===== config.mk =====
export PLATFORM = sky130hd
export DESIGN_NAME = key_irq
export DESIGN_NICKNAME = d
export VERILOG_FILES = /design/src/soc_pkg.sv /design/src/key_irq.sv
export SDC_FILE = /design/constraint.sdc
export NUM_CORES = 1
export LEC_CHECK = 0
export BUFFER_PORTS_ARGS = -buffer_cell sky130_fd_sc_hd__buf_4
export CAP_MARGIN = 20
export CORE_ASPECT_RATIO = 0.75
export CORE_MARGIN = 8
export CORE_UTILIZATION = 25
export CTS_CLUSTER_SIZE = 14
export DETAILED_ROUTE_END_ITERATION = 12
export GPL_TIMING_DRIVEN = 0
export SLEW_MARGIN = 20
export SYNTH_ARGS = -nofsm -noshare
export SYNTH_HDL_FRONTEND = slang
export SYNTH_SLANG_ARGS = --single-unit

===== constraint.sdc =====
create_clock -name CLOCK_50 -period 0.8 [get_ports CLOCK_50]
set_clock_uncertainty 0.15 [all_clocks]
set_input_delay 0.04 -clock CLOCK_50 [delete_from_list [all_inputs] [get_ports CLOCK_50]]
set_output_delay 0.04 -clock CLOCK_50 [all_outputs]
set_load 0.01 [all_outputs]

===== src/soc_pkg.sv =====
package soc_pkg;

    // Bus and memory word widths
    localparam int xlen   = 64;
    localparam int word_w = 32;

    // Memory map
    localparam logic [xlen-1:0] rom_base  = 64'h0000_0000_0000_0000;
    localparam logic [xlen-1:0] ram_base  = 64'h0000_0000_0000_1000;
    localparam logic [xlen-1:0] mem_bytes = 64'h0000_0000_0000_2000;

    // Word index width covering the whole memory
    localparam int mem_aw = $clog2(mem_bytes / 4);

    // Console data register
    localparam logic [xlen-1:0] art_base = 64'h0000_0000_0000_2000;

    // Keyboard register, scan code plus make flag
    localparam logic [xlen-1:0] key_base = 64'h0000_0000_0000_2008;
    localparam int              key_w    = 9;

    // Interrupt vector codes
    localparam logic [3:0] irq_none = 4'd0;
    localparam logic [3:0] irq_key  = 4'd1;

    // PS/2 set 2 break prefix
    localparam logic [7:0] ps2_break = 8'hF0;

endpackage


===== src/key_irq.sv =====
`timescale 1ns/100ps

module key_irq
    import soc_pkg::*;
(
    input  logic             CLOCK_50,
    input  logic             KEY0,
    input  logic             scan_valid,
    input  logic [7:0]       scan_code,
    input  logic             released,
    input  logic             irq_ack,
    output logic [key_w-1:0] key_word,
    output logic [3:0]       irq_vector,
    output logic             irq_pending
);

    logic [7:0] code_q;
    logic       make_q;
    logic       make_evt;

    assign make_evt = scan_valid && !released;

    always_ff @(posedge CLOCK_50 or negedge KEY0) begin
        if (!KEY0) begin
            code_q     <= 8'd0;
            make_q     <= 1'b0;
            irq_vector <= irq_none;
        end else begin
            // Every event updates the key register
            if (scan_valid) begin
                code_q <= scan_code;
                make_q <= !released;
            end

            // A new press beats a same-cycle acknowledge
            if (make_evt) begin
                irq_vector <= irq_key;
            end else if (irq_ack && (irq_vector != irq_none)) begin
                irq_vector <= irq_none;
            end
        end
    end

    // Bit 8 is the make flag
    assign key_word    = {make_q, code_q};
    assign irq_pending = (irq_vector != irq_none);

endmodule


Word level (Yosys, flattened, before mapping)

Cells that the tools add are included.

Multiplexer cells: 2
Reduce and logical (&&, ||, !) cells: 5
Add/subtract/negate cells: 0
Eq/ne operators: 0
Order comparisons: 0
Shifts and indexed selects: 0
Bitwise operators: 0
$mul: 0
Div/mod/pow operators: 0

Operator list:

| cell               | count |
|---|---|
| 4-bit two-way mux  | 2 |
| 4-bit nonzero test | 1 |
| 1-bit logical AND  | 2 |
| 2-bit nonzero test | 1 |
| 1-bit zero test    | 1 |

Memories: 0
Input bits: 13
Bits in read-only memories: 0
Word-level logic and storage cells: 10
Bits in latches: 0
Register bits after elaboration: 13
Memory bits (writable): 0

Depth between registers and ports, before layout

Word-level depth: 4
Depth in mapped cells: 3

Worst setup path after synthesis

Ideal clock, no wire load.

Kind: flip-flop to flip-flop
Start: register, netlist name code_q[0]
End: register code_q[0]
Setup slack: -0.129 ns
Library setup time: 0.125 ns
Cell stages (with the launch flop): 2
Data arrival time: 0.654 ns
Buffers on the path: 0
Path through: dfrtp_1 -> mux2_4

RTL lines:

| item                   | line          | text |
|---|---|---|
| end signal: assignment | key_irq.sv:31 | `code_q <= scan_code;` |
| end: declaration       | key_irq.sv:17 | `logic [7:0] code_q;` |

Worst setup path after layout

Start: register irq_vector[0]
End: output port irq_vector[0]

RTL lines:

| item                     | line          | text |
|---|---|---|
| start: declaration       | key_irq.sv:13 | `output logic [3:0] irq_vector,` |
| start signal: assignment | key_irq.sv:27 | `irq_vector <= irq_none;` |
| start signal: assignment | key_irq.sv:37 | `irq_vector <= irq_key;` |
| start signal: assignment | key_irq.sv:39 | `irq_vector <= irq_none;` |

No word-level cell between the ends.

==> summary.txt <==
Worst setup path
  – R2R setup slack: -0.13 ns
  – Crit path capture type: output pin
  – WS Path Type: register to output pin
  – Reg2reg end: code_q[0]$_DFFE_PN0P_
  – Worst reg2reg path depth: 1
  – CP Launch Type: register
  – Critical path required time: 0.61 ns
  – FF-to-FF Start: code_q[0]$_DFFE_PN0P_
  – Critical Path AT: 0.90 ns
  – Worst Path Max Fanout: 3

Floorplanning
  – Die W: 64.81 um
  – Die Area: 0.003409 mm2
  – Boundary Pins: 27
  – Core area: 0.001708 mm2
  – Die Y: 52.61 um
  – Row Count: 13
  – Starting Density: 26.15%

Synth
  – Seq/Total Area, Yosys: 56.02%
  – Yosys top cell area share: 56.02%
  – Asr flop ratio synth: 100.0%
  – Top post-synthesis cells by area: dfrtp_1 (56%), mux2_4 (27%), buf_4 (8.4%)
  – Synth warn: 0
  – Ys flop type: dfrtp_1
  – Synth Area per Inst: 14.89 um2
  – Cell taking the most area after synthesis: dfrtp_1
  – Distinct cells, synth: 8
  – #FFs+latches synth: 10
  – Synth cell count leaders: dfrtp_1 (10), mux2_4 (8), buf_4 (5), inv_1 (2), o21ai_0 (2)
  – Post-synth EDFFs: 0
  – Synthesized area: 446.7 um2
  – Most common cell in the synthesized netlist: dfrtp_1
  – Mapped Cells: 30

Route
  – Avg Vias per Cell: 3.759
  – Final WL: 1.009 mm
  – Drt drc: 0
  – DR vias: 312
  – Starting DRT DRC Count: 0
  – DR WL/cell: 12.16 um
  – DR pass1 iterations: 1
  – Routed Antenna Nets: 0

GRT
  – Initial antenna violation count: 0
  – First-pass GRT wire length: 1.524 mm
  – Largest net degree at the start of global routing: 11
  – Vias in the first global route: 354
  – Tot GR Track Use: 6.186%
  – Overflow after GRT: 0

Place
  – GPL Wtd Cong: 0.6369
  – Post-Place Cell Area: 646.9 um2
  – Port Buffers: 22

STA
  – Final Cycle Share: 136.2%
  – Setup ws final: -0.2900 ns
  – Crit path time final: 1.090 ns
  – RSZ-0062 raised after global routing: yes
  – Final hold viol count: 20
  – Hold slack: -0.1542 ns
  – Fmax achieved: 0.9175 GHz
  – Final setup viols: 20
  – Final slew viol count: 0
  – Post-Route Setup TNS: -3.255 ns

Layout
  – Cell area after layout: 763.2 um2
  – Share of cells above drive strength 1: 70.49%
  – Core Util, Final: 44.69%
  – Area grow syn2layout: 70.87%
  – Inserted Diodes: 0
  – Fillers: 176
  – NumNets Final: 75

Min path
  – HP Class: input port to register
  – Hold path cells: 2
  – HP Start: scan_code[4]
  – Hold Path Sink: code_q[4]$_DFFE_PN0P_

Power
  – Sw Ratio: 23.89%
  – Leak: 0.0003960 uW
  – Psw: 335.9 uW
  – PwrDens: 1842 mW/mm2
  – Worst vdd ir: 1064 uV
  – Int Pwr: 1070 uW
  – Combinational share of power: 24.7%
  – Clock power frac: 33.0%
  – Reg power frac: 42.3%

Clock network
  – Clk sink count: 10
  – Max clock buf depth: 2
  – Clk Latency, worst-skew pair: 0.26 ns
  – H-tree lvl count: 1
  – CTS hold repair buffers: 2
  – Num CTS Buffers: 3
  – Root buffer cell: clkbuf_4
  – CTS clock-pin slew for the worst setup and hold paths: 0.07 ns
  – Clock tree from TritonCTS: yes

Outcome
  – Status: finished, violations left
  – Failing checks: negative hold slack, negative setup slack

Job
  – Max-cap violations: 0
[kinds of logic after synthesis]
logic type      after synthesis  synth area share, %
buf+inv                       8                12.61
other cells                   1               0.8395
simple gates                  1                1.401
flops                        10                56.02
mux                           8                26.89
compound gates                2                2.241
[power groups by stage]
stage | Combinational (uW) | Sequential, uW | Clock (uW)
finish | 348 | 594 | 464
global route | 373 | 601 | 515
CTS | 348 | 594 | 485
detailed placement | 294 | 593 | 0
global placement | 291 | 593 | 0
floorplan | 123 | 612 | 0
[cell type report]
| cell class | count | area (um2) | share of cell area [%] |
|---|---|---|---|
| sequential | 10 | 250.2 | 32.79 |
| timing repair buffer | 25 | 234.0 | 30.66 |
| multi-input combinational | 14 | 151.4 | 19.84 |
| buffer | 6 | 56.30 | 7.377 |
| clock buffer | 4 | 36.28 | 4.754 |
| tap | 22 | 27.53 | 3.607 |
| inverter | 2 | 7.507 | 0.9836 |
[stage by stage]
stage          worst slack (ns)  cells  hold slack [ns]  power, uW
2_1_floorplan           -0.1293     32          -0.4056      735.2
6_report                -0.2900     83          -0.1542       1406
3_3_place_gp           -0.09815     76          -0.2725      883.8
4_1_cts                 -0.3094     83          -0.1632       1427
3_5_place_dp            -0.1104     76          -0.2741      887.1
5_1_grt                 -0.3324     83          -0.1701       1489
[state kept, by name (all words and copies together), names as in the netlist]
signal / cells
make_q: 1
irq_vector: 1
code_q: 8
[critical path, cell delays in order (launching register included)]
cell	delay, ns
dfrtp_1	0.41
buf_6	0.12
buf_6	0.11
[layer usage]
| metal | track usage [%] | vias to the layer above | share of wire [%] |
|---|---|---|---|
| met5 | 0 | - | 0 |
| met3 | 7.265 | 2 | 18 |
| li1 | - | 150 | - |
| met1 | 6.258 | 141 | 39 |
| met2 | 7.743 | 19 | 42 |
| met4 | 2.166 | 0 | 0.69 |
[placed cells by master (no fill, tap or decap), drive strengths merged]
cell type / synthesis / final
buf: 6 / 29
dfrtp: 10 / 10
mux2: 8 / 8
clkbuf: 0 / 4
conb: 1 / 3
dlygate4sd3: 0 / 2
inv: 2 / 2
o21ai: 2 / 2
nand2b: 1 / 1
[worst max-delay path by stage]
stage	start	to	cells past startpoint
after CTS	irq_vector[0]$_DFFE_PN0P_	irq_vector[0]	2
after floorplan	code_q[0]$_DFFE_PN0P_	code_q[0]$_DFFE_PN0P_	1
final	irq_vector[0]$_DFFE_PN0P_	irq_vector[0]	2
after global placement	code_q[0]$_DFFE_PN0P_	code_q[0]$_DFFE_PN0P_	1
after detailed placement	code_q[0]$_DFFE_PN0P_	code_q[0]$_DFFE_PN0P_	1
after global routing	irq_vector[0]$_DFFE_PN0P_	irq_vector[0]	2
[timing repair]
action / in CTS / in global routing
endpoints found under the hold margin: 20 / 20
buffers inserted: 1 / 0
pin swaps: 0 / 1
gates resized for setup: 15 / 2
endpoints found under the setup margin: 20 / 21
No activity file was read; power rests on OpenSTA's default activity.
