===== src/soc_pkg.sv =====
package soc_pkg;

    // Bus and memory word widths
    localparam int xlen   = 64;
    localparam int word_w = 32;

    // Memory map
    localparam logic [xlen-1:0] rom_base  = 64'h0000_0000_0000_0000;
    localparam logic [xlen-1:0] ram_base  = 64'h0000_0000_0000_1000;
    localparam logic [xlen-1:0] mem_bytes = 64'h0000_0000_0000_2000;

    // Word index width covering the whole memory
    localparam int mem_aw = $clog2(mem_bytes / 4);

    // Console data register
    localparam logic [xlen-1:0] art_base = 64'h0000_0000_0000_2000;

    // Keyboard register, scan code plus make flag
    localparam logic [xlen-1:0] key_base = 64'h0000_0000_0000_2008;
    localparam int              key_w    = 9;

    // Interrupt vector codes
    localparam logic [3:0] irq_none = 4'd0;
    localparam logic [3:0] irq_key  = 4'd1;

    // PS/2 set 2 break prefix
    localparam logic [7:0] ps2_break = 8'hF0;

endpackage


===== src/ps2_rx.sv =====
`timescale 1ns/100ps

module ps2_rx
    import soc_pkg::*;
(
    input  logic       CLOCK_50,
    input  logic       KEY0,
    input  logic       PS2_CLK,
    input  logic       PS2_DAT,
    output logic       scan_valid,
    output logic [7:0] scan_code,
    output logic       released
);

    logic [1:0]  clk_sync;
    logic [1:0]  dat_sync;
    logic        clk_prev;
    logic        fall;
    logic [3:0]  bit_cnt;
    logic        frame_done;
    logic        brk_q;
    logic [10:0] frame_q;
    logic [7:0]  frame_code;
    logic        good_frame;
    logic        take_code;

    // Falling edge of the synchronised PS/2 clock
    assign fall = clk_prev && !clk_sync[1];

    // Frame layout: start, 8 data bits LSB first, odd parity, stop
    assign frame_code = frame_q[8:1];
    assign good_frame = !frame_q[0] && frame_q[10] && (^frame_q[9:1]);
    assign take_code  = frame_done && good_frame && (frame_code != ps2_break);

    always_ff @(posedge CLOCK_50 or negedge KEY0) begin
        if (!KEY0) begin
            clk_sync   <= 2'b11;
            dat_sync   <= 2'b11;
            clk_prev   <= 1'b1;
            bit_cnt    <= 4'd0;
            frame_done <= 1'b0;
            brk_q      <= 1'b0;
            scan_valid <= 1'b0;
        end else begin
            clk_sync   <= {clk_sync[0], PS2_CLK};
            dat_sync   <= {dat_sync[0], PS2_DAT};
            clk_prev   <= clk_sync[1];
            frame_done <= 1'b0;
            scan_valid <= 1'b0;

            if (fall) begin
                if (bit_cnt == 4'd10) begin
                    bit_cnt    <= 4'd0;
                    frame_done <= 1'b1;
                end else begin
                    bit_cnt <= bit_cnt + 4'd1;
                end
            end

            // Break prefix only arms the flag for the next code
            if (frame_done && good_frame) begin
                if (frame_code == ps2_break) begin
                    brk_q <= 1'b1;
                end else begin
                    scan_valid <= 1'b1;
                    brk_q      <= 1'b0;
                end
            end
        end
    end

    // Shift register and reported code
    always_ff @(posedge CLOCK_50) begin
        if (fall) begin
            frame_q <= {dat_sync[1], frame_q[10:1]};
        end
        if (take_code) begin
            scan_code <= frame_code;
            released  <= brk_q;
        end
    end

endmodule


===== config.mk =====
export PLATFORM = sky130hd
export DESIGN_NAME = ps2_rx
export DESIGN_NICKNAME = d
export VERILOG_FILES = /design/src/soc_pkg.sv /design/src/ps2_rx.sv
export SDC_FILE = /design/constraint.sdc
export NUM_CORES = 1
export LEC_CHECK = 0
export BUFFER_PORTS_ARGS = -buffer_cell sky130_fd_sc_hd__buf_4
export CAP_MARGIN = 15
export CORE_UTILIZATION = 40
export CTS_CLUSTER_SIZE = 24
export DETAILED_ROUTE_END_ITERATION = 10
export HOLD_SLACK_MARGIN = 0.12
export SLEW_MARGIN = 20
export SYNTH_ARGS = -nofsm -noshare
export SYNTH_HDL_FRONTEND = slang
export SYNTH_SLANG_ARGS = --single-unit
export TNS_END_PERCENT = 50

===== constraint.sdc =====
create_clock -name CLOCK_50 -period 3.4 [get_ports CLOCK_50]
set_clock_uncertainty 0.05 [all_clocks]
set_input_delay 0.51 -clock CLOCK_50 [delete_from_list [all_inputs] [get_ports CLOCK_50]]
set_output_delay 0.51 -clock CLOCK_50 [all_outputs]
set_load 0.05 [all_outputs]

Word-level counts from Yosys, hierarchy flattened
Index checks and enable logic that the tools add are counted.

Input bits: 4. Output and inout port bits: 10. Register bits: 32. Word-level logic and storage cells: 28.

Equal/unequal tests: 3. Reductions and logical operators: 8. Multiplexer cells: 6. Add/subtract/negate cells: 1.

Operators by type and width (number): $reduce_xor A9 Y1 (1); $eq A8 B8 Y1 const B (1); $ne A8 B8 Y1 const B (1); $logic_and A1 B1 Y1 (5); $mux W1 (5); $add A4 B1 Y4 const B (1); $eq A4 B4 Y1 const B (1); $mux W4 (1); $logic_not A1 Y1 (2).

Longest topological paths before layout
Depth in word-level cells: 5. Gate-level depth with buffers: 6.

Worst setup path after synthesis
OpenSTA, ideal clock, no wires.

Path kind: register -> register. Start point: register frame_q[7]. End point: register released (enable). Data required time: 2.975 ns. Buffers on the path: 0. Setup time: 0.375 ns. Slack: 1.216 ns. Stages on the path, launching flop included: 6. Arrival time: 1.758 ns. Cell sequence: edfxtp_1 > ha_1 > xnor3_1 > xnor2_1 > nand4b_1 > nor2_1.

Longest elaborated chain between the ends: 4.

RTL lines: start, declared (RTL line ps2_rx.sv:22) `logic [10:0] frame_q;`; start signal, assigned (RTL line ps2_rx.sv:75) `frame_q <= {dat_sync[1], frame_q[10:1]};`; $reduce_xor A9 Y1 (RTL line ps2_rx.sv:32) `assign good_frame = !frame_q[0] && frame_q[10] && (^frame_q[9:1]);`; $logic_and A1 B1 Y1 (RTL line ps2_rx.sv:32); $logic_and A1 B1 Y1 (RTL line ps2_rx.sv:33) `assign take_code = frame_done && good_frame && (frame_code != ps2_break);`; $logic_and A1 B1 Y1 (*) (RTL line ps2_rx.sv:33); net take_code (RTL line ps2_rx.sv:25) `logic take_code;`; end signal, assigned (RTL line ps2_rx.sv:79) `released <= brk_q;`; end, declared (RTL line ps2_rx.sv:12) `output logic released`.

The timed path passes the listed nets; every way through them passes the cells marked *. A chain may end at the register's enable or synchronous reset.

Worst setup path in the final report
Start point: register frame_q[7]. End point: register scan_code[3] (enable).

Longest elaborated chain between the ends: 4.

RTL lines: $reduce_xor A9 Y1 (RTL line ps2_rx.sv:32); $logic_and A1 B1 Y1 (RTL line ps2_rx.sv:32); $logic_and A1 B1 Y1 (RTL line ps2_rx.sv:33); $logic_and A1 B1 Y1 (*) (RTL line ps2_rx.sv:33); net take_code (RTL line ps2_rx.sv:25); end signal, assigned (RTL line ps2_rx.sv:78) `scan_code <= frame_code;`; end, declared (RTL line ps2_rx.sv:11) `output logic [7:0] scan_code,`.

Marked as above.

==> impl_metrics.json <==
{
  "firstDrtPassIters": 2,
  "layout_min_cycle_time_ps": 2460,
  "design_area_um2": 1380,
  "wirelength_mm": 1.51,
  "post-dp-hpwl_mm": 1.05,
  "finalCritPeriodShare_pct": 72.4,
  "ir_drop_v": 0.000415,
  "finalHoldViolCount": 0,
  "first_global_vias": 533,
  "antenna_found_initial": 0,
  "synth-edff-count": 20,
  "htreeDepth": 2,
  "fill_cells": 229,
  "start_kind": "register",
  "nets": 95,
  "route.detailed.drc": 0,
  "cts_max_path_buffers": 2,
  "place_area_um2": 1290,
  "syn_nets": 73,
  "maxCapViolations": 0,
  "end_kind": "register",
  "io_pins": 14,
  "start_util_pct": 42.0,
  "syn-cell-area_um2": 1150,
  "slew_headroom_pct": 45.8,
  "setup_tns_ps": 0,
  "rows": 19,
  "cellPowerDensity_nw_per_um2": 597,
  "numCtsBuffers": 5,
  "grt.overflow.total": 0,
  "yosys_warnings": 0,
  "final_layout_size_suffix_gt1_share_pct": 29.5,
  "clk_transition_reported_paths_ps": 100,
  "grt_pass1_wl_mm": 2.44,
  "clkSinkCount": 32,
  "area_delta_synth_final_pct": 20.0,
  "drtAntennaViolNets": 0,
  "async_reset_ff_share_pct": 37.5,
  "crit_required_ps": 3310,
  "die-area_um2": 3090,
  "port_buffers": 13,
  "postCtsSetupRepairBufs": 0,
  "worstPathMaxFanout": 10,
  "core_area_um2": 2730,
  "ys_types": 19,
  "setup_viol": 0,
  "status": "finished clean",
  "synth_ff_type": "edfxtp_1",
  "ys_seq_area_share_pct": 79.0,
  "viasPerCell": 4.86,
  "path_class": "reg2reg",
  "syn_area_per_cell_um2": 17.7,
  "track_usage_pct": 11.6,
  "cts_tree": "built",
  "drtIter0Drc": 22,
  "num_vias": 578,
  "wl_per_cell_um": 12.7,
  "fmax_mhz": 406,
  "cp.arrival_ps": 2380,
  "hold_class": "in2reg",
  "cts-root-buf": "clkbuf_4",
  "drv_slew": 0,
  "synth-seq-cells": 32,
  "grt_max_degree": 13,
  "multi_input_area_um2": 226,
  "antenna_cells": 0,
  "die_w_um": 55.6,
  "gp_congestion": 0.738,
  "clock_latency_ps": 320,
  "syn_inst": 65,
  "p_leak_nw": 0.563,
  "regArea_um2": 907,
  "grt_setup_unrepaired": "no",
  "die_h_um": 55.6,
  "tightest_slew_ps": 809
}
## cells in the final DEF, fill, tap and decap left out, types with 2 or more instances in the layout
master / netlist / final
dfstp_2: 5 / 5
nand2_1: 5 / 5
inv_1: 4 / 4
o21ai_0: 4 / 4
clkbuf_4: 0 / 5
nor2b_1: 3 / 3
nor3b_1: 2 / 2
xnor2_1: 2 / 2
edfxtp_1: 20 / 20
dfrtp_1: 7 / 7
buf_4: 0 / 14
ha_1: 4 / 4
## path summary, 6_finish.rpt
kind,startpoint,depth (start not counted),endpoint,slack (ps)
worst max register to register,frame_q[7],5,scan_code[3],940
worst max-delay path,frame_q[7],5,scan_code[3],940
worst min-delay path,PS2_CLK,1,clk_sync[0],230
max in group asynchronous,KEY0,2,dat_sync[0],2560
min in group asynchronous,KEY0,2,bit_cnt[3],500
worst min register to register,dat_sync[0],0,dat_sync[1],310
## cell families (layout without fill, tap and decap cells)
logic type | Yosys count | in the layout | share of synthesized area, %
flip-flops | 32 | 32 | 79.0
AND/OR/NAND/NOR | 15 | 15 | 7.52
adder cells (fa/ha/maj) | 4 | 4 | 4.36
AO/OA/AOI/OAI | 4 | 4 | 1.74
XOR/XNOR | 4 | 4 | 4.25
buffers and inverters | 4 | 27 | 1.31
multiplexers | 2 | 2 | 1.85
## cell usage after synthesis (2+ instances only)
| cell type | instances | share of area [%] |
|---|---|---|
| edfxtp_1 | 20 | 52 |
| dfrtp_1 | 7 | 15 |
| dfstp_2 | 5 | 11 |
| nand2_1 | 5 | 1.6 |
| ha_1 | 4 | 4.4 |
| inv_1 | 4 | 1.3 |
| o21ai_0 | 4 | 1.7 |
| nor2b_1 | 3 | 1.6 |
| nor3b_1 | 2 | 1.3 |
| xnor2_1 | 2 | 1.5 |
## metrics by stage
stage | util, % | cells | setup slack (ps) | power, mW | hold slack (ps)
finish | 50.4 | 119 | 938 | 0.824 | 235
global route | 50.4 | 119 | 828 | 0.867 | 199
CTS | 50.4 | 119 | 913 | 0.833 | 222
detailed placement | 47.3 | 110 | 914 | 0.554 | 298
global placement | 47.3 | 110 | 986 | 0.550 | 297
floorplan | - | 65 | 1220 | 0.530 | 164
## state kept, by name, summed over array words and instances (netlist names)
signal / cells
dat_sync: 2
frame_done: 1
bit_cnt: 4
clk_prev: 1
frame_q: 11
released: 1
clk_sync: 2
scan_valid: 1
brk_q: 1
scan_code: 8
## worst max-delay path, cell delays in order, from the launching register on
cell	delay (ps)
edfxtp_1	430
ha_1	330
xnor3_1	350
xnor2_1	140
nand4b_1	140
nor2_1	640
## cell type report
cell class / instances / area share, %
Sequential cell: 32 / 65.8
Multi-Input combinational cell: 29 / 16.4
Timing Repair Buffer: 15 / 8.35
Clock buffer: 6 / 2.99
Tap cell: 31 / 2.81
Clock inverter: 2 / 2.54
Inverter: 4 / 1.09
## repair_timing
item                                   in CTS  in global routing
hold buffers                                1                  0
endpoints found under the hold margin       7                  0
resized for setup                           0                  0
## layer usage
metal | vias to the layer above | GRT usage [%] | part of all wire [%] | wire, um
li1 | 274 | - | - | -
met1 | 280 | 13.5 | 46 | 693
met2 | 17 | 15.7 | 45 | 683
met3 | 7 | 6.98 | 6.0 | 91
met4 | 0 | 8.57 | 2.9 | 44
met5 | - | 0 | 0 | 0
## power by group
part           leakage (nW)  switching [mW]  internal (mW)  total, mW
Sequential            0.327          0.0265          0.446      0.472
Combinational         0.194          0.0346         0.0377     0.0723
Clock                0.0422           0.125          0.154      0.279
Total                 0.563           0.186          0.638      0.824
No activity file was read; power rests on OpenSTA's default activity.
