===== config.mk =====
export PLATFORM = sky130hd
export DESIGN_NAME = bus_ctrl
export DESIGN_NICKNAME = d
export VERILOG_FILES = /design/src/soc_pkg.sv /design/src/bus_ctrl.sv
export SDC_FILE = /design/constraint.sdc
export NUM_CORES = 1
export LEC_CHECK = 0
export ABC_CLOCK_PERIOD_IN_PS = 3300
export BUFFER_PORTS_ARGS = -buffer_cell sky130_fd_sc_hd__buf_2
export CAP_MARGIN = 10
export CORE_AREA = 2 2 113 115
export CTS_CLUSTER_DIAMETER = 40
export DETAILED_ROUTE_END_ITERATION = 10
export DIE_AREA = 0 0 115 117
export PLACE_DENSITY = 0.55
export SETUP_SLACK_MARGIN = 0.4
export SLEW_MARGIN = 5
export SYNTH_ARGS = -nofsm -noshare
export SYNTH_HDL_FRONTEND = slang
export SYNTH_SLANG_ARGS = --single-unit

===== constraint.sdc =====
create_clock -name CLOCK_50 -period 3.3 [get_ports CLOCK_50]
set_input_delay 0.66 -clock CLOCK_50 [delete_from_list [all_inputs] [get_ports CLOCK_50]]
set_output_delay 0.66 -clock CLOCK_50 [all_outputs]
set_load 0.05 [all_outputs]

===== src/soc_pkg.sv =====
package soc_pkg;

    // Bus and memory word widths
    localparam int xlen   = 64;
    localparam int word_w = 32;

    // Memory map
    localparam logic [xlen-1:0] rom_base  = 64'h0000_0000_0000_0000;
    localparam logic [xlen-1:0] ram_base  = 64'h0000_0000_0000_1000;
    localparam logic [xlen-1:0] mem_bytes = 64'h0000_0000_0000_2000;

    // Word index width covering the whole memory
    localparam int mem_aw = $clog2(mem_bytes / 4);

    // Console data register
    localparam logic [xlen-1:0] art_base = 64'h0000_0000_0000_2000;

    // Keyboard register, scan code plus make flag
    localparam logic [xlen-1:0] key_base = 64'h0000_0000_0000_2008;
    localparam int              key_w    = 9;

    // Interrupt vector codes
    localparam logic [3:0] irq_none = 4'd0;
    localparam logic [3:0] irq_key  = 4'd1;

    // PS/2 set 2 break prefix
    localparam logic [7:0] ps2_break = 8'hF0;

endpackage


===== src/bus_ctrl.sv =====
`timescale 1ns/100ps

module bus_ctrl
    import soc_pkg::*;
(
    input  logic              CLOCK_50,
    input  logic              KEY0,
    input  logic              bus_valid,
    input  logic              bus_write,
    input  logic [xlen-1:0]   bus_addr,
    input  logic [xlen-1:0]   bus_wdata,
    output logic              bus_ready,
    output logic [xlen-1:0]   bus_rdata,
    output logic              bus_rvalid,
    output logic              mem_we,
    output logic              mem_re,
    output logic [mem_aw-1:0] mem_addr,
    output logic [word_w-1:0] mem_wdata,
    input  logic [word_w-1:0] mem_rdata,
    output logic              tx_valid,
    output logic [7:0]        tx_data,
    input  logic              tx_ready,
    input  logic [key_w-1:0]  key_word
);

    typedef enum logic [1:0] {src_zero, src_mem, src_key} rd_src_t;

    logic [xlen-1:0] mem_off;
    logic            in_rom;
    logic            in_ram;
    logic            in_mem;
    logic            is_art;
    logic            is_key;
    logic            accept;
    rd_src_t         rd_src_q;

    // Range checks by unsigned offset
    assign mem_off = bus_addr - rom_base;
    assign in_rom  = (bus_addr - rom_base) < (ram_base - rom_base);
    assign in_ram  = (bus_addr - ram_base) < (rom_base + mem_bytes - ram_base);
    assign in_mem  = in_rom || in_ram;
    assign is_art  = (bus_addr == art_base);
    assign is_key  = (bus_addr == key_base);

    // Only console writes can stall
    assign bus_ready = !(bus_write && is_art) || tx_ready;
    assign accept    = bus_valid && bus_ready;

    assign mem_we    = accept && bus_write && in_mem;
    assign mem_re    = accept && !bus_write && in_mem;
    assign mem_addr  = mem_off[mem_aw+1:2];
    assign mem_wdata = bus_wdata[word_w-1:0];

    assign tx_valid  = bus_valid && bus_write && is_art;
    assign tx_data   = bus_wdata[7:0];

    // Remember where an accepted read goes
    always_ff @(posedge CLOCK_50 or negedge KEY0) begin
        if (!KEY0) begin
            bus_rvalid <= 1'b0;
            rd_src_q   <= src_zero;
        end else begin
            bus_rvalid <= accept && !bus_write;
            if (accept && !bus_write && in_mem) begin
                rd_src_q <= src_mem;
            end else if (accept && !bus_write && is_key) begin
                rd_src_q <= src_key;
            end else begin
                rd_src_q <= src_zero;
            end
        end
    end

    // Memory data lands this cycle
    always_comb begin
        case (rd_src_q)
            src_mem: bus_rdata = {{(xlen - word_w){1'b0}}, mem_rdata};
            src_key: bus_rdata = {{(xlen - key_w){1'b0}}, key_word};
            default: bus_rdata = '0;
        endcase
    end

endmodule


# After elaboration in Yosys (flattened, before gate mapping)
# Cells that the tools add are included.
[word_totals] ff_bits=3 output_inout_bits=120 inputBits=174
[classes] n_addsub=1 n_eq_ne=4 n_lt_le_gt_ge=2 reduce_logical=13 muxes=3
[op_table] op="$eq 64x14->1 const B" count=2
[op_table] op="$lt 64x13->1 const B" count=2
[op_table] op="$pmux 32 s2" count=1
[op_table] op="$sub 64x13->64 const B" count=1
[op_table] op="$logic_and 1x1->1" count=9
[op_table] op="$mux 2" count=2
[op_table] op="$eq 2x1->1 const B" count=1
[op_table] op="$eq 2x2->1 const B" count=1
[op_table] op="$logic_not 1->1" count=2
[op_table] op="$logic_or 1x1->1" count=2

# Logic depth before layout (Yosys ltp)
[logic_depth] ltp_word=9 ltp_mapped=7

# Worst setup path before layout
# Ideal clock, no wire load.
[synth_timing] path_type="input to output" startpoint="input bus_addr[27]" endpoint="output mem_re" slack_ns=-0.434 arrival_time_ns=3.074 required_time_ns=2.640 path_stages=7 path_cell_list="nor3_1 nand4b_4 or2_4 o31a_1 a2111oi_2 o2111ai_1 a21boi_1"
[synth_via] elab_chain_len=7 word_cells_on_any_way=11 cone_classes="add/sub: 1; order compare: 2; eq/ne: 1; reduce/logical: 7"
[synth_lines] item="start, declared" line_no="bus_ctrl.sv:10" text="input logic [xlen-1:0] bus_addr,"
[synth_lines] item="branches (longest 6 deep; another with $sub 64x13->64)"
[synth_lines] item="$logic_and 1x1->1 *" line_no="bus_ctrl.sv:50" text="assign mem_re = accept && !bus_write && in_mem;"
[synth_lines] item="end, declared" line_no="bus_ctrl.sv:16" text="output logic mem_re,"
# Every way passes the cells marked *.

# Worst setup path in the final report
[layout_timing] startpoint="input bus_addr[19]" endpoint="output mem_re"
# Same word-level chain as after synthesis.

==> results.py <==
metrics = {
    "global_routing": {
        "antenna_found_initial": 1,
        "grt_pass1_wl_um": 9180,
        "grt_pass1_vias": 1899,
        "track_usage_pct": 8.80,
        "grt_overflow_total": 0,
        "grt_max_degree": 24,
    },
    "clock_network": {
        "htree_levels": 1,
        "tritoncts.num_buffers": 3,
        "clk_pin_slew_ns": 0.03,
        "tritoncts": "yes",
        "cts_root_buf": "clkbuf_16",
        "cts.path.max_buffers": 2,
        "cts.sinks": 3,
    },
    "synthesis": {
        "ys.flop_type": "dfrtp_1",
        "ys_async_sr_fraction_pct": 100,
        "syn_inst": 228,
        "synth-edff-count": 0,
        "synth_top_area_share_pct": 39.1,
        "synth-seq-cells": 3,
        "synth_top_family_by_area": "buffers and inverters",
        "syn-cell-area_mm2": 0.00159,
        "yosys.area_share.simple_pct": 39.0,
        "syn-mean-instance-area_um2": 6.99,
        "ys_types": 45,
        "synthMuxAreaShare_pct": 0,
        "yosysMostFrequentCell": "buf_4",
        "synth-xor-area-share_pct": 1.10,
        "yosysWarningCount": 0,
        "synth_common_cells": "83 x buf_4, 23 x and2_1, 20 x nor2_1",
        "synth-seq-area-share_pct": 4.71,
        "yosys.area.top_type": "buf_4",
        "ys_top_cells_by_area": "buf_4 39%, and2_1 9.0%, dfrtp_1 4.7%",
        "synth_fa_ha_area_share_pct": 1.57,
        "synth_compound_area_share_pct": 12.2,
    },
    "setup_path": {
        "path_buf_inv": 2,
        "cp_slowest_stage_delay_ns": 0.34,
        "worstPathMaxFanout": 5,
        "startpoint": "bus_addr[19]",
        "path_depth": 9,
        "critPathCapture": "mem_re",
        "cp_data_arrival_time_ns": 2.78,
        "cp.required_ns": 2.64,
        "crit_path_end_kind": "output pin",
        "crit_path_top_delay_cell": "nor4_4",
        "timing.critical_path.mode_cell": "buf_6",
        "path_cells": "buf_6 > nor4_4 > nand4b_4 > or2_4 > o31a_4 > a2111oi_4 > o2111ai_4 > a21boi_4 > buf_6",
        "crit_family": "compound AO/OA/AOI/OAI gates",
        "start_kind": "primary input",
        "worstSetupPathType": "primary input to output pin",
    },
    "placed_design": {
        "hpwl_um": 6040,
        "gp_congestion": 0.763,
        "portBuffers": 157,
    },
    "routing": {
        "wl_per_cell_um": 12.7,
        "drt-total-wl_um": 6640,
        "via_per_inst": 3.79,
        "drt-initial-drc-count": 32,
        "drc": 0,
        "drt_first_pass_iters": 4,
        "antenna_left": 0,
        "vias": 1986,
    },
    "layout": {
        "area_delta_synth_final_pct": 66.9,
        "final_util_pct": 21.6,
        "drive_gt1_share_pct": 62.5,
        "num-nets-final": 550,
    },
    "sta": {
        "hold_viol": 0,
        "finalSetupViolCount": 2,
        "max_clock_freq_mhz": 290,
        "rsz0062_at_grt": "yes",
        "period_minus_slack_ns": 3.44,
        "finalWorstSetupSlack_ns": -0.144,
        "slew_violations": 0,
        "finalCritPeriodShare_pct": 104,
    },
    "min_path": {
        "hold_path_class": "primary input to async pin",
    },
    "power_and_ir_drop": {
        "ir_drop_uv": 80.2,
        "p_leak_uw": 0.00135,
        "powerDensity_mw_per_mm2": 181,
        "p_total_uw": 481,
    },
    "status": {
        "status": "complete, but fails checks",
        "violations": "negative setup slack",
    },
    "floorplanning": {
        "start_util_pct": 12.9,
        "die-area_mm2": 0.0135,
        "rows": 41,
        "io_pins": 294,
        "die_h_um": 117,
        "coreArea_mm2": 0.0123,
        "dieWidth_um": 115,
    },
    "job": {
        "drv_cap": 0,
    },
}
==> through the flow <==
stage | instances | setup TNS [ns] | worst slack (ns) | area [um2] | hold slack [ns]
finish | 524 | -0.238 | -0.144 | 2660 | 0.224
global route | 523 | -0.469 | -0.251 | 2660 | 0.225
CTS | 522 | -0.378 | -0.229 | 2590 | 0.224
detailed placement | 512 | -0.713 | -0.384 | 2370 | 0.457
global placement | 512 | -0.666 | -0.361 | 2370 | 0.456
floorplan | 259 | -0.107 | -0.0639 | 1780 | 0.364
==> worst min path at each step <==
| stage | start | endpoint | slack [ns] | cells after the start |
|---|---|---|---|---|
| 3_3_place_gp | KEY0 | bus_rvalid | 0.46 | 1 |
| 2_1_floorplan | KEY0 | bus_rvalid | 0.36 | 0 |
| 4_1_cts | KEY0 | bus_rvalid | 0.22 | 1 |
| 6_report | KEY0 | rd_src_q[0] | 0.22 | 1 |
| 5_1_grt | KEY0 | rd_src_q[0] | 0.22 | 1 |
| 3_5_place_dp | KEY0 | bus_rvalid | 0.46 | 1 |
==> what timing repair did <==
item                                   in CTS  in global routing
setup endpoints to repair                   4                  4
pin swaps                                  13                 10
hold buffers                                0                  0
endpoints found under the hold margin       0                  0
buffers inserted                            6                  1
resized for setup                          20                 13
==> cells in the final DEF (no fill, tap or decap), types with 2 or more instances in the layout <==
cell       instances
buf_2            150
buf_4             40
conb_1            32
and2_1            23
nor2_1            17
a22oi_1            9
nand2_1            8
buf_6              7
nor3_1             6
nor4_1             6
nand4_1            5
inv_1              4
nor3_2             4
or3_1              4
nor4_4             3
dfrtp_1            3
clkbuf_16          3
nor2b_1            2
nor4_2             2
nor2_2             2
nor3_4             2
and4_1             2
nand3b_1           2
or2_2              2
a21oi_4            2
o21ai_0            2
xnor2_1            2
ha_1               2
==> kinds of logic after synthesis <==
| group | Yosys count |
|---|---|
| xor+xnor | 2 |
| compound gates | 25 |
| simple gates | 103 |
| fa+ha+maj | 2 |
| flops | 3 |
| buf+inv | 92 |
| other cells | 1 |
==> state kept, by name, summed over array words and instances, names as in the netlist <==
signal      cells
bus_rvalid      1
rd_src_q        2
==> power breakdown <==
group / switching, uW / leakage (uW) / total, uW / internal, uW
sequential: 0.199 / 0.0000408 / 37.9 / 37.7
clock: 32.2 / 0.0000382 / 192 / 159
combinational: 165 / 0.00128 / 252 / 86.9
==> layer usage <==
layer  wire (um)  track usage (%)  up-vias
met3         820             2.99        2
met2        3690             19.5      135
li1            -                -      973
met4          15             1.20        0
met1        2120             7.56      876
met5           0                0        -
==> layout make-up <==
type | instances | area [um2]
Fill cell | 1420 | 9650
Multi-Input combinational cell | 164 | 1150
Timing Repair Buffer | 198 | 1140
Tap cell | 150 | 188
Clock buffer | 4 | 78.8
Sequential cell | 3 | 75.1
Inverter | 4 | 15.0
Antenna cell | 1 | 2.50
Power figures use the tool's default switching activity.
