==> src/uart_tx.sv <==
`timescale 1ns/100ps

module uart_tx #(
    parameter int BAUD_DIV = 434
) (
    input  logic       CLOCK_50,
    input  logic       KEY0,
    input  logic       tx_valid,
    input  logic [7:0] tx_data,
    output logic       tx_ready,
    output logic       uart_txd
);

    localparam int cnt_w = $clog2(BAUD_DIV + 1);

    logic [cnt_w-1:0] baud_cnt;
    logic [3:0]       bit_cnt;
    logic [9:0]       shift_q;
    logic             busy;
    logic             bit_end;

    assign tx_ready = !busy;
    assign bit_end  = (baud_cnt == cnt_w'(BAUD_DIV - 1));

    // Line idles high since the shifter fills with ones
    assign uart_txd = shift_q[0];

    always_ff @(posedge CLOCK_50 or negedge KEY0) begin
        if (!KEY0) begin
            baud_cnt <= '0;
            bit_cnt  <= 4'd0;
            shift_q  <= '1;
            busy     <= 1'b0;
        end else if (!busy) begin
            if (tx_valid) begin
                // Stop, data, start
                shift_q  <= {1'b1, tx_data, 1'b0};
                baud_cnt <= '0;
                bit_cnt  <= 4'd0;
                busy     <= 1'b1;
            end
        end else if (bit_end) begin
            baud_cnt <= '0;
            shift_q  <= {1'b1, shift_q[9:1]};
            // Free again once the stop bit has run its full time
            if (bit_cnt == 4'd9) begin
                busy <= 1'b0;
            end else begin
                bit_cnt <= bit_cnt + 4'd1;
            end
        end else begin
            baud_cnt <= baud_cnt + 1'b1;
        end
    end

endmodule

==> config.mk <==
export PLATFORM = sky130hd
export DESIGN_NAME = uart_tx
export DESIGN_NICKNAME = d
export VERILOG_FILES = /design/src/uart_tx.sv
export SDC_FILE = /design/constraint.sdc
export NUM_CORES = 1
export LEC_CHECK = 0
export BUFFER_PORTS_ARGS = -buffer_cell sky130_fd_sc_hd__buf_2
export CORE_ASPECT_RATIO = 1.75
export CORE_MARGIN = 2
export CORE_UTILIZATION = 35
export CTS_BUF_LIST = sky130_fd_sc_hd__clkbuf_8
export CTS_CLUSTER_DIAMETER = 50
export DETAILED_ROUTE_END_ITERATION = 10
export GPL_TIMING_DRIVEN = 0
export PLACE_DENSITY = 0.66
export SETUP_SLACK_MARGIN = 0.15
export SKIP_LAST_GASP = 1
export SYNTH_ARGS = -nofsm -noshare
export SYNTH_HDL_FRONTEND = slang
export SYNTH_SLANG_ARGS = --single-unit
export TNS_END_PERCENT = 30
==> constraint.sdc <==
create_clock -name CLOCK_50 -period 1.92 [get_ports CLOCK_50]
set_clock_uncertainty 0.2 [all_clocks]
set_input_delay 0.192 -clock CLOCK_50 [delete_from_list [all_inputs] [get_ports CLOCK_50]]
set_output_delay 0.192 -clock CLOCK_50 [all_outputs]
set_load 0.02 [all_outputs]
Word-level counts from Yosys, hierarchy flattened

Cells that the tools add are included.

Register bits: 24
Bits in latches: 0
Memory bits (writable): 0
ROM bits: 0
Bits of input ports: 11
Output and inout port bits: 2
Memories kept: 0

$add $sub $neg: 2
$mul: 0
Div/mod/pow operators: 0
Order comparisons: 0
Equality and inequality tests: 4
Shift operators: 0
Multiplexer cells: 14
Bitwise operators: 0
Reductions and logical operators: 4

Operator list:

| cell                  | count |
|---|---|
| $mux W10              | 3 |
| $mux W9               | 3 |
| $mux W4               | 4 |
| $add A9 B1 Y9 const B | 1 |
| $eq A9 B9 Y1 const B  | 1 |
| $add A4 B1 Y4 const B | 1 |
| $eq A4 B4 Y1 const B  | 1 |
| $mux W1               | 4 |
| $reduce_and A3 Y1     | 1 |
| $ne A2 B1 Y1 const B  | 1 |
| $ne A2 B2 Y1 const B  | 1 |
| $reduce_and A2 Y1     | 1 |
| $reduce_bool A2 Y1    | 1 |
| $logic_not A1 Y1      | 1 |

Longest topological paths before layout

Gate-level depths: netlist of the first run.

Word-level depth: 4
Mapped depth: 6
Depth with buffers taken out: 5

Least setup slack after synthesis of the first run

Ideal clock, no wire load.

Path kind: reg2reg
From: register baud_cnt[2]
To: register bit_cnt[3]
Setup time: 0.087 ns
Arrival time: 1.629 ns
Slack: 0.004 ns
Cell stages (with the launch flop): 5
Buffers on the path: 1
Clock period less this slack: 1.916 ns
Path through: dfrtp_1 -> buf_6 -> or4b_4 -> or4_1 -> o211ai_1

Cells in the longest elaborated chain, start to end: 3

RTL lines:

| item                        | RTL line | text |
|---|---|---|
| start, declared             | 16       | `logic [cnt_w-1:0] baud_cnt;` |
| start signal, assigned      | 52       | `baud_cnt <= baud_cnt + 1'b1;` |
| $eq A9 B9 Y1                | 23       | `assign bit_end = (baud_cnt == cnt_w'(BAUD_DIV - 1));` |
| $ne A2 B1 Y1 (no line)      | n/a      |  |
| $reduce_and A3 Y1 (no line) | n/a      |  |
| end signal, assigned        | 49       | `bit_cnt <= bit_cnt + 4'd1;` |
| end, declared               | 17       | `logic [3:0] bit_cnt;` |

Every way passes these cells.
A chain may end at the register's enable or synchronous reset.

Final worst setup path of the first run

From: register baud_cnt[2]
To: register shift_q[3]

Cells in the longest elaborated chain, start to end: 3

RTL lines:

| item                        | RTL line | text |
|---|---|---|
| $eq A9 B9 Y1                | 23       |  |
| $ne A2 B1 Y1 (no line)      | n/a      |  |
| $reduce_and A2 Y1 (no line) | n/a      |  |
| end signal, assigned        | 37       | `shift_q <= {1'b1, tx_data, 1'b0};` |
| end signal, assigned        | 44       | `shift_q <= {1'b1, shift_q[9:1]};` |
| end, declared               | 18       | `logic [9:0] shift_q;` |

Every way passes these cells.

==> results.yml, run 1 <==
critical_path:
  worst_setup_path_start_kind: "flop"
  worstPathRequired_ps: 1930
  critPathArrivalTime_ps: 1910
  regToRegStartpoint: "baud_cnt[2]$_DFFE_PN0P_"
  path_delay_family: "simple AND/OR/NAND/NOR gates"
  cpPeakStageDelay_ps: 570
  rr_worst_depth: 5
  path_max_fanout: 5
  reg2reg_slack_ps: 20
  path_cells: "buf_6, or4b_4, o31ai_4, buf_4, o221a_2"
  reg2reg_to: "shift_q[3]$_DFFE_PN1P_"
  slowest_stage: "or4b_4"
  cp-end-kind: "flop"
  path_class: "flop to flop"
  path_buf_inv: 2
sta:
  timing.final.crit_share_pct: 99.1
  period_minus_slack_ps: 1900
  clock.fmax_mhz: 526
  finalSetupTns_ps: 0
  maxSlewViolCount: 0
  setup_viol: 0
  setup_ws_ps: 17.7
  worstMarginPinSlew_ps: 527
  maxSlewHeadroom_pct: 64.8
  hold_viol: 0
  rsz0062_at_grt: "yes"
synth:
  synth_top_area_share_pct: 26.8
  synthFlopType: "dfrtp_1"
  yosysMostFrequentCell: "dfrtp_1"
  synthTopCellsByArea: "dfrtp_1 27%, dfstp_2 18%, nand2b_1 4.3%, ha_1 3.8%, nand2_1 3.4%"
  syn_area_per_cell_sq_um: 10.1
  synth_nets: 144
  synth_seq_cells: 23
  synth_common_cells: "14 x dfrtp_1, 12 x nand2_1, 9 x dfstp_2, 9 x nand2b_1, 8 x nand3_1"
  synth_edf_count: 0
  synth_cell_types: 40
  ys_seq_area_share_pct: 44.9
  yosys_warnings: 0
  synth_area_sq_mm: 0.00131
  yosys.area.top_type: "dfrtp_1"
  synthArstFlopShare_pct: 100
  netlist_instances: 129
detailed_routing:
  drt-initial-drc-count: 46
  viasPerCell: 5.76
  wire_per_inst_microns: 15.7
  dr.pass1.iters: 4
  antenna_left: 0
  finalWirelength_microns: 3220
  vias: 1180
  drc: 0
grt:
  grt_usage_pct: 17.0
  grt_pass1_vias: 1240
  antenna_found_initial: 0
  grt_pass1_wl_microns: 5660
  overflow: 0
  grt_max_degree: 24
cts:
  cts_tree: "done"
  numCtsBuffers: 3
  cts-htree-levels: 1
  clock_latency_ps: 260
  cts-root-buf: "clkbuf_8"
  clk_path_buf_depth: 2
  clock_sinks: 23
  cts.reportedPaths.clkPinSlew_ps: 80
job:
  maxCapViolCount: 0
placed_design:
  numPortBuffers: 12
  place_ws_ps: -94.7
  place.gp.congestion: 0.849
  dpl_cell_area_sq_mm: 0.00144
  post-dp-hpwl_microns: 2160
floorplan:
  io_pins: 13
  die_area_sq_mm: 0.00426
  die_y_microns: 84.9
  initial_utilization_pct: 36.4
  core_area_sq_mm: 0.00359
  die_width_microns: 50.2
  rows: 29
cells_and_area:
  num_antenna_cells: 0
  finalInstanceArea_sq_mm: 0.00165
  syn2layout_area_growth_pct: 26.3
  num-nets-final: 175
  drive_gt1_share_pct: 36.5
power_and_ir_drop:
  vdd_drop_max_mv: 0.484
  p_leak_uw: 0.000662
  power.density_mw_per_mm2: 1060
  power.total_uw: 1750
outcome:
  status: "finished, final reports clean"
worst_hold_path:
  hold_path_class: "input pin to flop"
  whs_endpoint: "busy$_DFF_PN0_"
  worstHoldPathCells: 2
  worstHoldStart: "tx_valid"
==> flip-flops by register name (all words and copies together) (netlist names) <==
register	flops
busy	1
bit_cnt	4
shift_q	9
baud_cnt	9
==> worst reg2reg max path, cell delays in order, from the launching register on <==
cell     delay (ps)
dfrtp_1         380
buf_6           120
or4b_4          580
o31ai_4         230
buf_4           170
o221a_2         180
==> timing repair <==
| item | CTS | global route |
|---|---|---|
| hold endpoints to repair | 15 | 0 |
| setup buffers | 9 | 3 |
| setup endpoints to repair | 23 | 23 |
| resized for setup | 8 | 10 |
| cloned | 0 | 0 |
| pin swaps | 8 | 2 |
| hold buffers | 2 | 0 |
==> cell type report <==
type,instances,area [sq um]
Clock inverter,1,5.00
Multi-Input combinational cell,92,709
Tap cell,46,57.6
Sequential cell,23,591
Clock buffer,3,41.3
Buffer,8,51.3
Inverter,6,22.5
Fill cell,343,1940
Timing Repair Buffer,26,174
==> per-stage QoR <==
| step | cells | hold WS, ps | utilization, % |
|---|---|---|---|
| 6_report | 205 | 40.7 | 46.0 |
| 5_1_grt | 205 | 38.2 | 46.0 |
| 4_1_cts | 202 | 35.3 | 45.1 |
| 3_5_place_dp | 187 | -0.305 | 40.1 |
| 3_3_place_gp | 187 | -11.2 | 40.1 |
| 2_1_floorplan | 129 | -304 | - |
==> cells in the final DEF (no fill, tap or decap), drive strengths merged, types with 6 or more instances in the layout <==
| master | n |
|---|---|
| nand3 | 8 |
| clkbuf | 9 |
| buf | 26 |
| nand2 | 12 |
| dfrtp | 14 |
| o221a | 7 |
| o21ai | 8 |
| nand2b | 9 |
| dfstp | 9 |
| inv | 6 |
==> logic make-up after synthesis <==
family	after synthesis	share of synthesized area, %
and+or+nand+nor	52	23.3
AOI/OAI and AO/OA	34	21.9
buffers and inverters	14	4.69
adders and majority gates	4	3.83
muxes	1	0.766
DFF	23	44.9
xor gates and xnor gates	1	0.670
==> layer usage <==
metal  up-vias  track usage (%)  wire, microns
met4         0             9.09             63
met2        32             30.7           1780
met1       592             18.8           1280
met5         -                0              0
li1        550                -              -
met3         6             1.58            101
==> report_power, final <==
group / leakage [uW] / internal (uW) / switching [uW]
sequential: 0.000256 / 674 / 110
clock: 0.0000255 / 145 / 153
combinational: 0.000381 / 345 / 325
total: 0.000662 / 1160 / 588
==> worst max-delay path by stage <==
stage,depth (start not counted),from,endpoint
final,5,baud_cnt[2]$_DFFE_PN0P_,shift_q[3]$_DFFE_PN1P_
after global routing,5,baud_cnt[2]$_DFFE_PN0P_,shift_q[1]$_DFFE_PN1P_
after CTS,5,baud_cnt[2]$_DFFE_PN0P_,shift_q[2]$_DFFE_PN1P_
after detailed placement,3,baud_cnt[6]$_DFFE_PN0P_,shift_q[3]$_DFFE_PN1P_
after global placement,4,baud_cnt[2]$_DFFE_PN0P_,shift_q[2]$_DFFE_PN1P_
after floorplan,4,baud_cnt[3]$_DFFE_PN0P_,shift_q[3]$_DFFE_PN1P_
No activity file was read; power rests on OpenSTA's default activity.
==> inputs of run 2 (changes only) <==
--- a/config.mk
+++ b/config.mk
@@ -5,6 +5,7 @@
 export SDC_FILE = /design/constraint.sdc
 export NUM_CORES = 1
 export LEC_CHECK = 0
+export ABC_AREA = 1
 export BUFFER_PORTS_ARGS = -buffer_cell sky130_fd_sc_hd__buf_2
 export CORE_ASPECT_RATIO = 1.75
 export CORE_MARGIN = 2
@@ -13,7 +14,7 @@
 export CTS_CLUSTER_DIAMETER = 50
 export DETAILED_ROUTE_END_ITERATION = 10
 export GPL_TIMING_DRIVEN = 0
-export PLACE_DENSITY = 0.66
+export PLACE_DENSITY = 0.64
 export SETUP_SLACK_MARGIN = 0.15
 export SKIP_LAST_GASP = 1
 export SYNTH_ARGS = -nofsm -noshare
==> constraint.sdc (replaced) <==
create_clock -name CLOCK_50 -period 2.5 [get_ports CLOCK_50]
set_clock_uncertainty 0.2 [all_clocks]
set_input_delay 0.25 -clock CLOCK_50 [delete_from_list [all_inputs] [get_ports CLOCK_50]]
set_output_delay 0.25 -clock CLOCK_50 [all_outputs]
set_load 0.02 [all_outputs]
==> run 2 against run 1 <==
  * First-iteration DRC count down 24%
  * Global-route usage down 2.7 points
  * Non-clock buffer count down 18
  * Largest power group unchanged
  * Worst setup slack better by 730 ps
  * Largest cell class is now flip-flops and latches
  * Utilization down 3.9 points
==> results.yml, run 2 <==
cts:
  cts_resized: 0
  post_cts_buffers: 0
  holdBufCountCts: 1
  clk_path_buf_depth: 2
  clock_latency_ps: 260
  cts.reportedPaths.clkPinSlew_ps: 80
  cts-root-buf: "clkbuf_8"
  clock_sinks: 23
  cts_tree: "done"
  numCtsBuffers: 3
  cts-htree-levels: 1
cells_and_area:
  syn2layout_area_growth_pct: 13.6
  num_antenna_cells: 0
  reg_top3: "baud_cnt (9), shift_q (9), bit_cnt (4)"
  multi_input_area_sq_um: 583
  finalInstanceArea_sq_mm: 0.00143
  drive_gt1_share_pct: 17.0
  seq_area_sq_um: 587
  fill_cells: 380
  final_common_cell: "nand2_1"
  final_cell_mix: "69 x nand2_1, 18 x inv_1, 14 x buf_2, 14 x nand3_1, 14 x dfrtp_1"
  num-nets-final: 198
sta:
  worstMarginPinSlew_ps: 541
  rsz0062_at_grt: "no"
  maxSlewViolCount: 0
  maxSlewHeadroom_pct: 63.9
  hold_viol: 0
  finalSetupTns_ps: 0
  timing.final.crit_share_pct: 69.9
  period_minus_slack_ps: 1750
  setup_viol: 0
  clock.fmax_mhz: 572
synth:
  synth_cell_types: 21
  synth_nets: 180
  yosysMostFrequentCell: "nand2_1"
  netlist_instances: 165
  synthFlopType: "dfrtp_1"
  yosys_warnings: 0
  synth_area_sq_mm: 0.00126
  synth_seq_cells: 23
  yosys.area.top_type: "dfrtp_1"
  synthArstFlopShare_pct: 100
  synth_edf_count: 0
  syn_area_per_cell_sq_um: 7.63
  ys_seq_area_share_pct: 46.6
  synthTopCellsByArea: "dfrtp_1 28%, nand2_1 21%, dfstp_2 19%, nand3_1 5.6%, inv_1 5.1%"
  synth_top_area_share_pct: 27.8
  synth_common_cells: "69 x nand2_1, 17 x inv_1, 14 x dfrtp_1, 14 x nand3_1, 12 x nor2_1"
placed_design:
  post-dp-hpwl_microns: 1800
  place.gp.congestion: 0.742
  numPortBuffers: 12
  dpl_cell_area_sq_mm: 0.00138
job:
  maxCapViolCount: 0
grt:
  grt_pass1_vias: 1103
  grt_pass1_wl_microns: 4650
  antenna_found_initial: 0
  overflow: 0
  grt_max_degree: 24
  grt_usage_pct: 14.2
critical_path:
  worstPathRequired_ps: 2050
  critPathArrivalTime_ps: 1300
  path_max_fanout: 10
  path_class: "flop to output pin"
  cp-end-kind: "output pin"
  reg2reg_slack_ps: 830
  worst_setup_path_start_kind: "flop"
detailed_routing:
  finalWirelength_microns: 2470
  drc: 0
  vias: 1083
  wire_per_inst_microns: 10.9
  dr.pass1.iters: 4
  drt-initial-drc-count: 35
  viasPerCell: 4.77
  antenna_left: 0
power_and_ir_drop:
  p_leak_uw: 0.000736
  vdd_drop_max_mv: 0.425
  power.density_mw_per_mm2: 825
floorplan:
  die_width_microns: 49.3
  core_area_sq_mm: 0.00340
  die_y_microns: 83.3
  rows: 28
  io_pins: 13
  initial_utilization_pct: 37.0
  die_area_sq_mm: 0.00411
outcome:
  status: "finished, final reports clean"
worst_hold_path:
  hold_path_class: "input pin to flop"
## run 2: through the flow
step                power (uW)  cells  util (%)  hold slack [ps]  worst slack, ps
finish                    1180    227      42.1             24.0              753
global route              1290    227      42.1             38.5              634
CTS                       1190    227      42.1             21.1              759
detailed placement         963    222      40.5             64.5              834
global placement           955    222      40.5             66.4              834
floorplan                  875    165         -             -246             1010
## run 2: layout make-up
cell class	count	area share, %
clock inverters	1	0.262
flip-flops and latches	23	41.0
multi-input cells	122	40.8
plain buffers	3	1.75
clock buffers	3	2.89
well taps	45	3.94
repair buffers	13	4.90
inverters	17	4.46
## run 2: critical path, cell delays in order (launching register included)
cell and delay [ps]:
dfrtp_1 450, inv_1 150, buf_2 240, buf_2 200
## run 2: worst paths after layout
path | from | endpoint | depth (start not counted)
worst max-delay path | busy$_DFF_PN0_ | tx_ready | 3
worst min-delay path | tx_data[7] | shift_q[8]$_DFFE_PN1P_ | 3
worst max register to register | baud_cnt[1]$_DFFE_PN0P_ | bit_cnt[2]$_DFFE_PN0P_ | 9
worst min register to register | shift_q[4]$_DFFE_PN1P_ | shift_q[4]$_DFFE_PN1P_ | 2
max in group asynchronous | KEY0 | shift_q[8]$_DFFE_PN1P_ | 2
min in group asynchronous | KEY0 | baud_cnt[5]$_DFFE_PN0P_ | 2
## run 2: report_power, final
group	leakage, uW	internal (uW)	switching, uW
logic	0.000445	145	192
registers	0.000264	516	102
clock network	0.0000269	110	116
total	0.000736	770	410
## run 2: layer usage
layer	vias to the layer above	routed length [microns]	global-route usage (%)
met3	4	51	1.62
li1	549	-	-
met5	-	0	0
met1	517	1090	16.2
met4	0	36	5.45
met2	13	1290	26.0
## run 2: kinds of logic (layout without fill, tap and decap cells)
kind of cell	after synthesis	after routing	share of synthesized area (%)
AO/OA/AOI/OAI	12	12	5.47
flip-flops	23	23	46.6
AND/OR/NAND/NOR	103	103	34.8
XOR/XNOR	3	3	2.09
buffers and inverters	20	37	7.06
adder cells (fa/ha/maj)	4	4	3.98
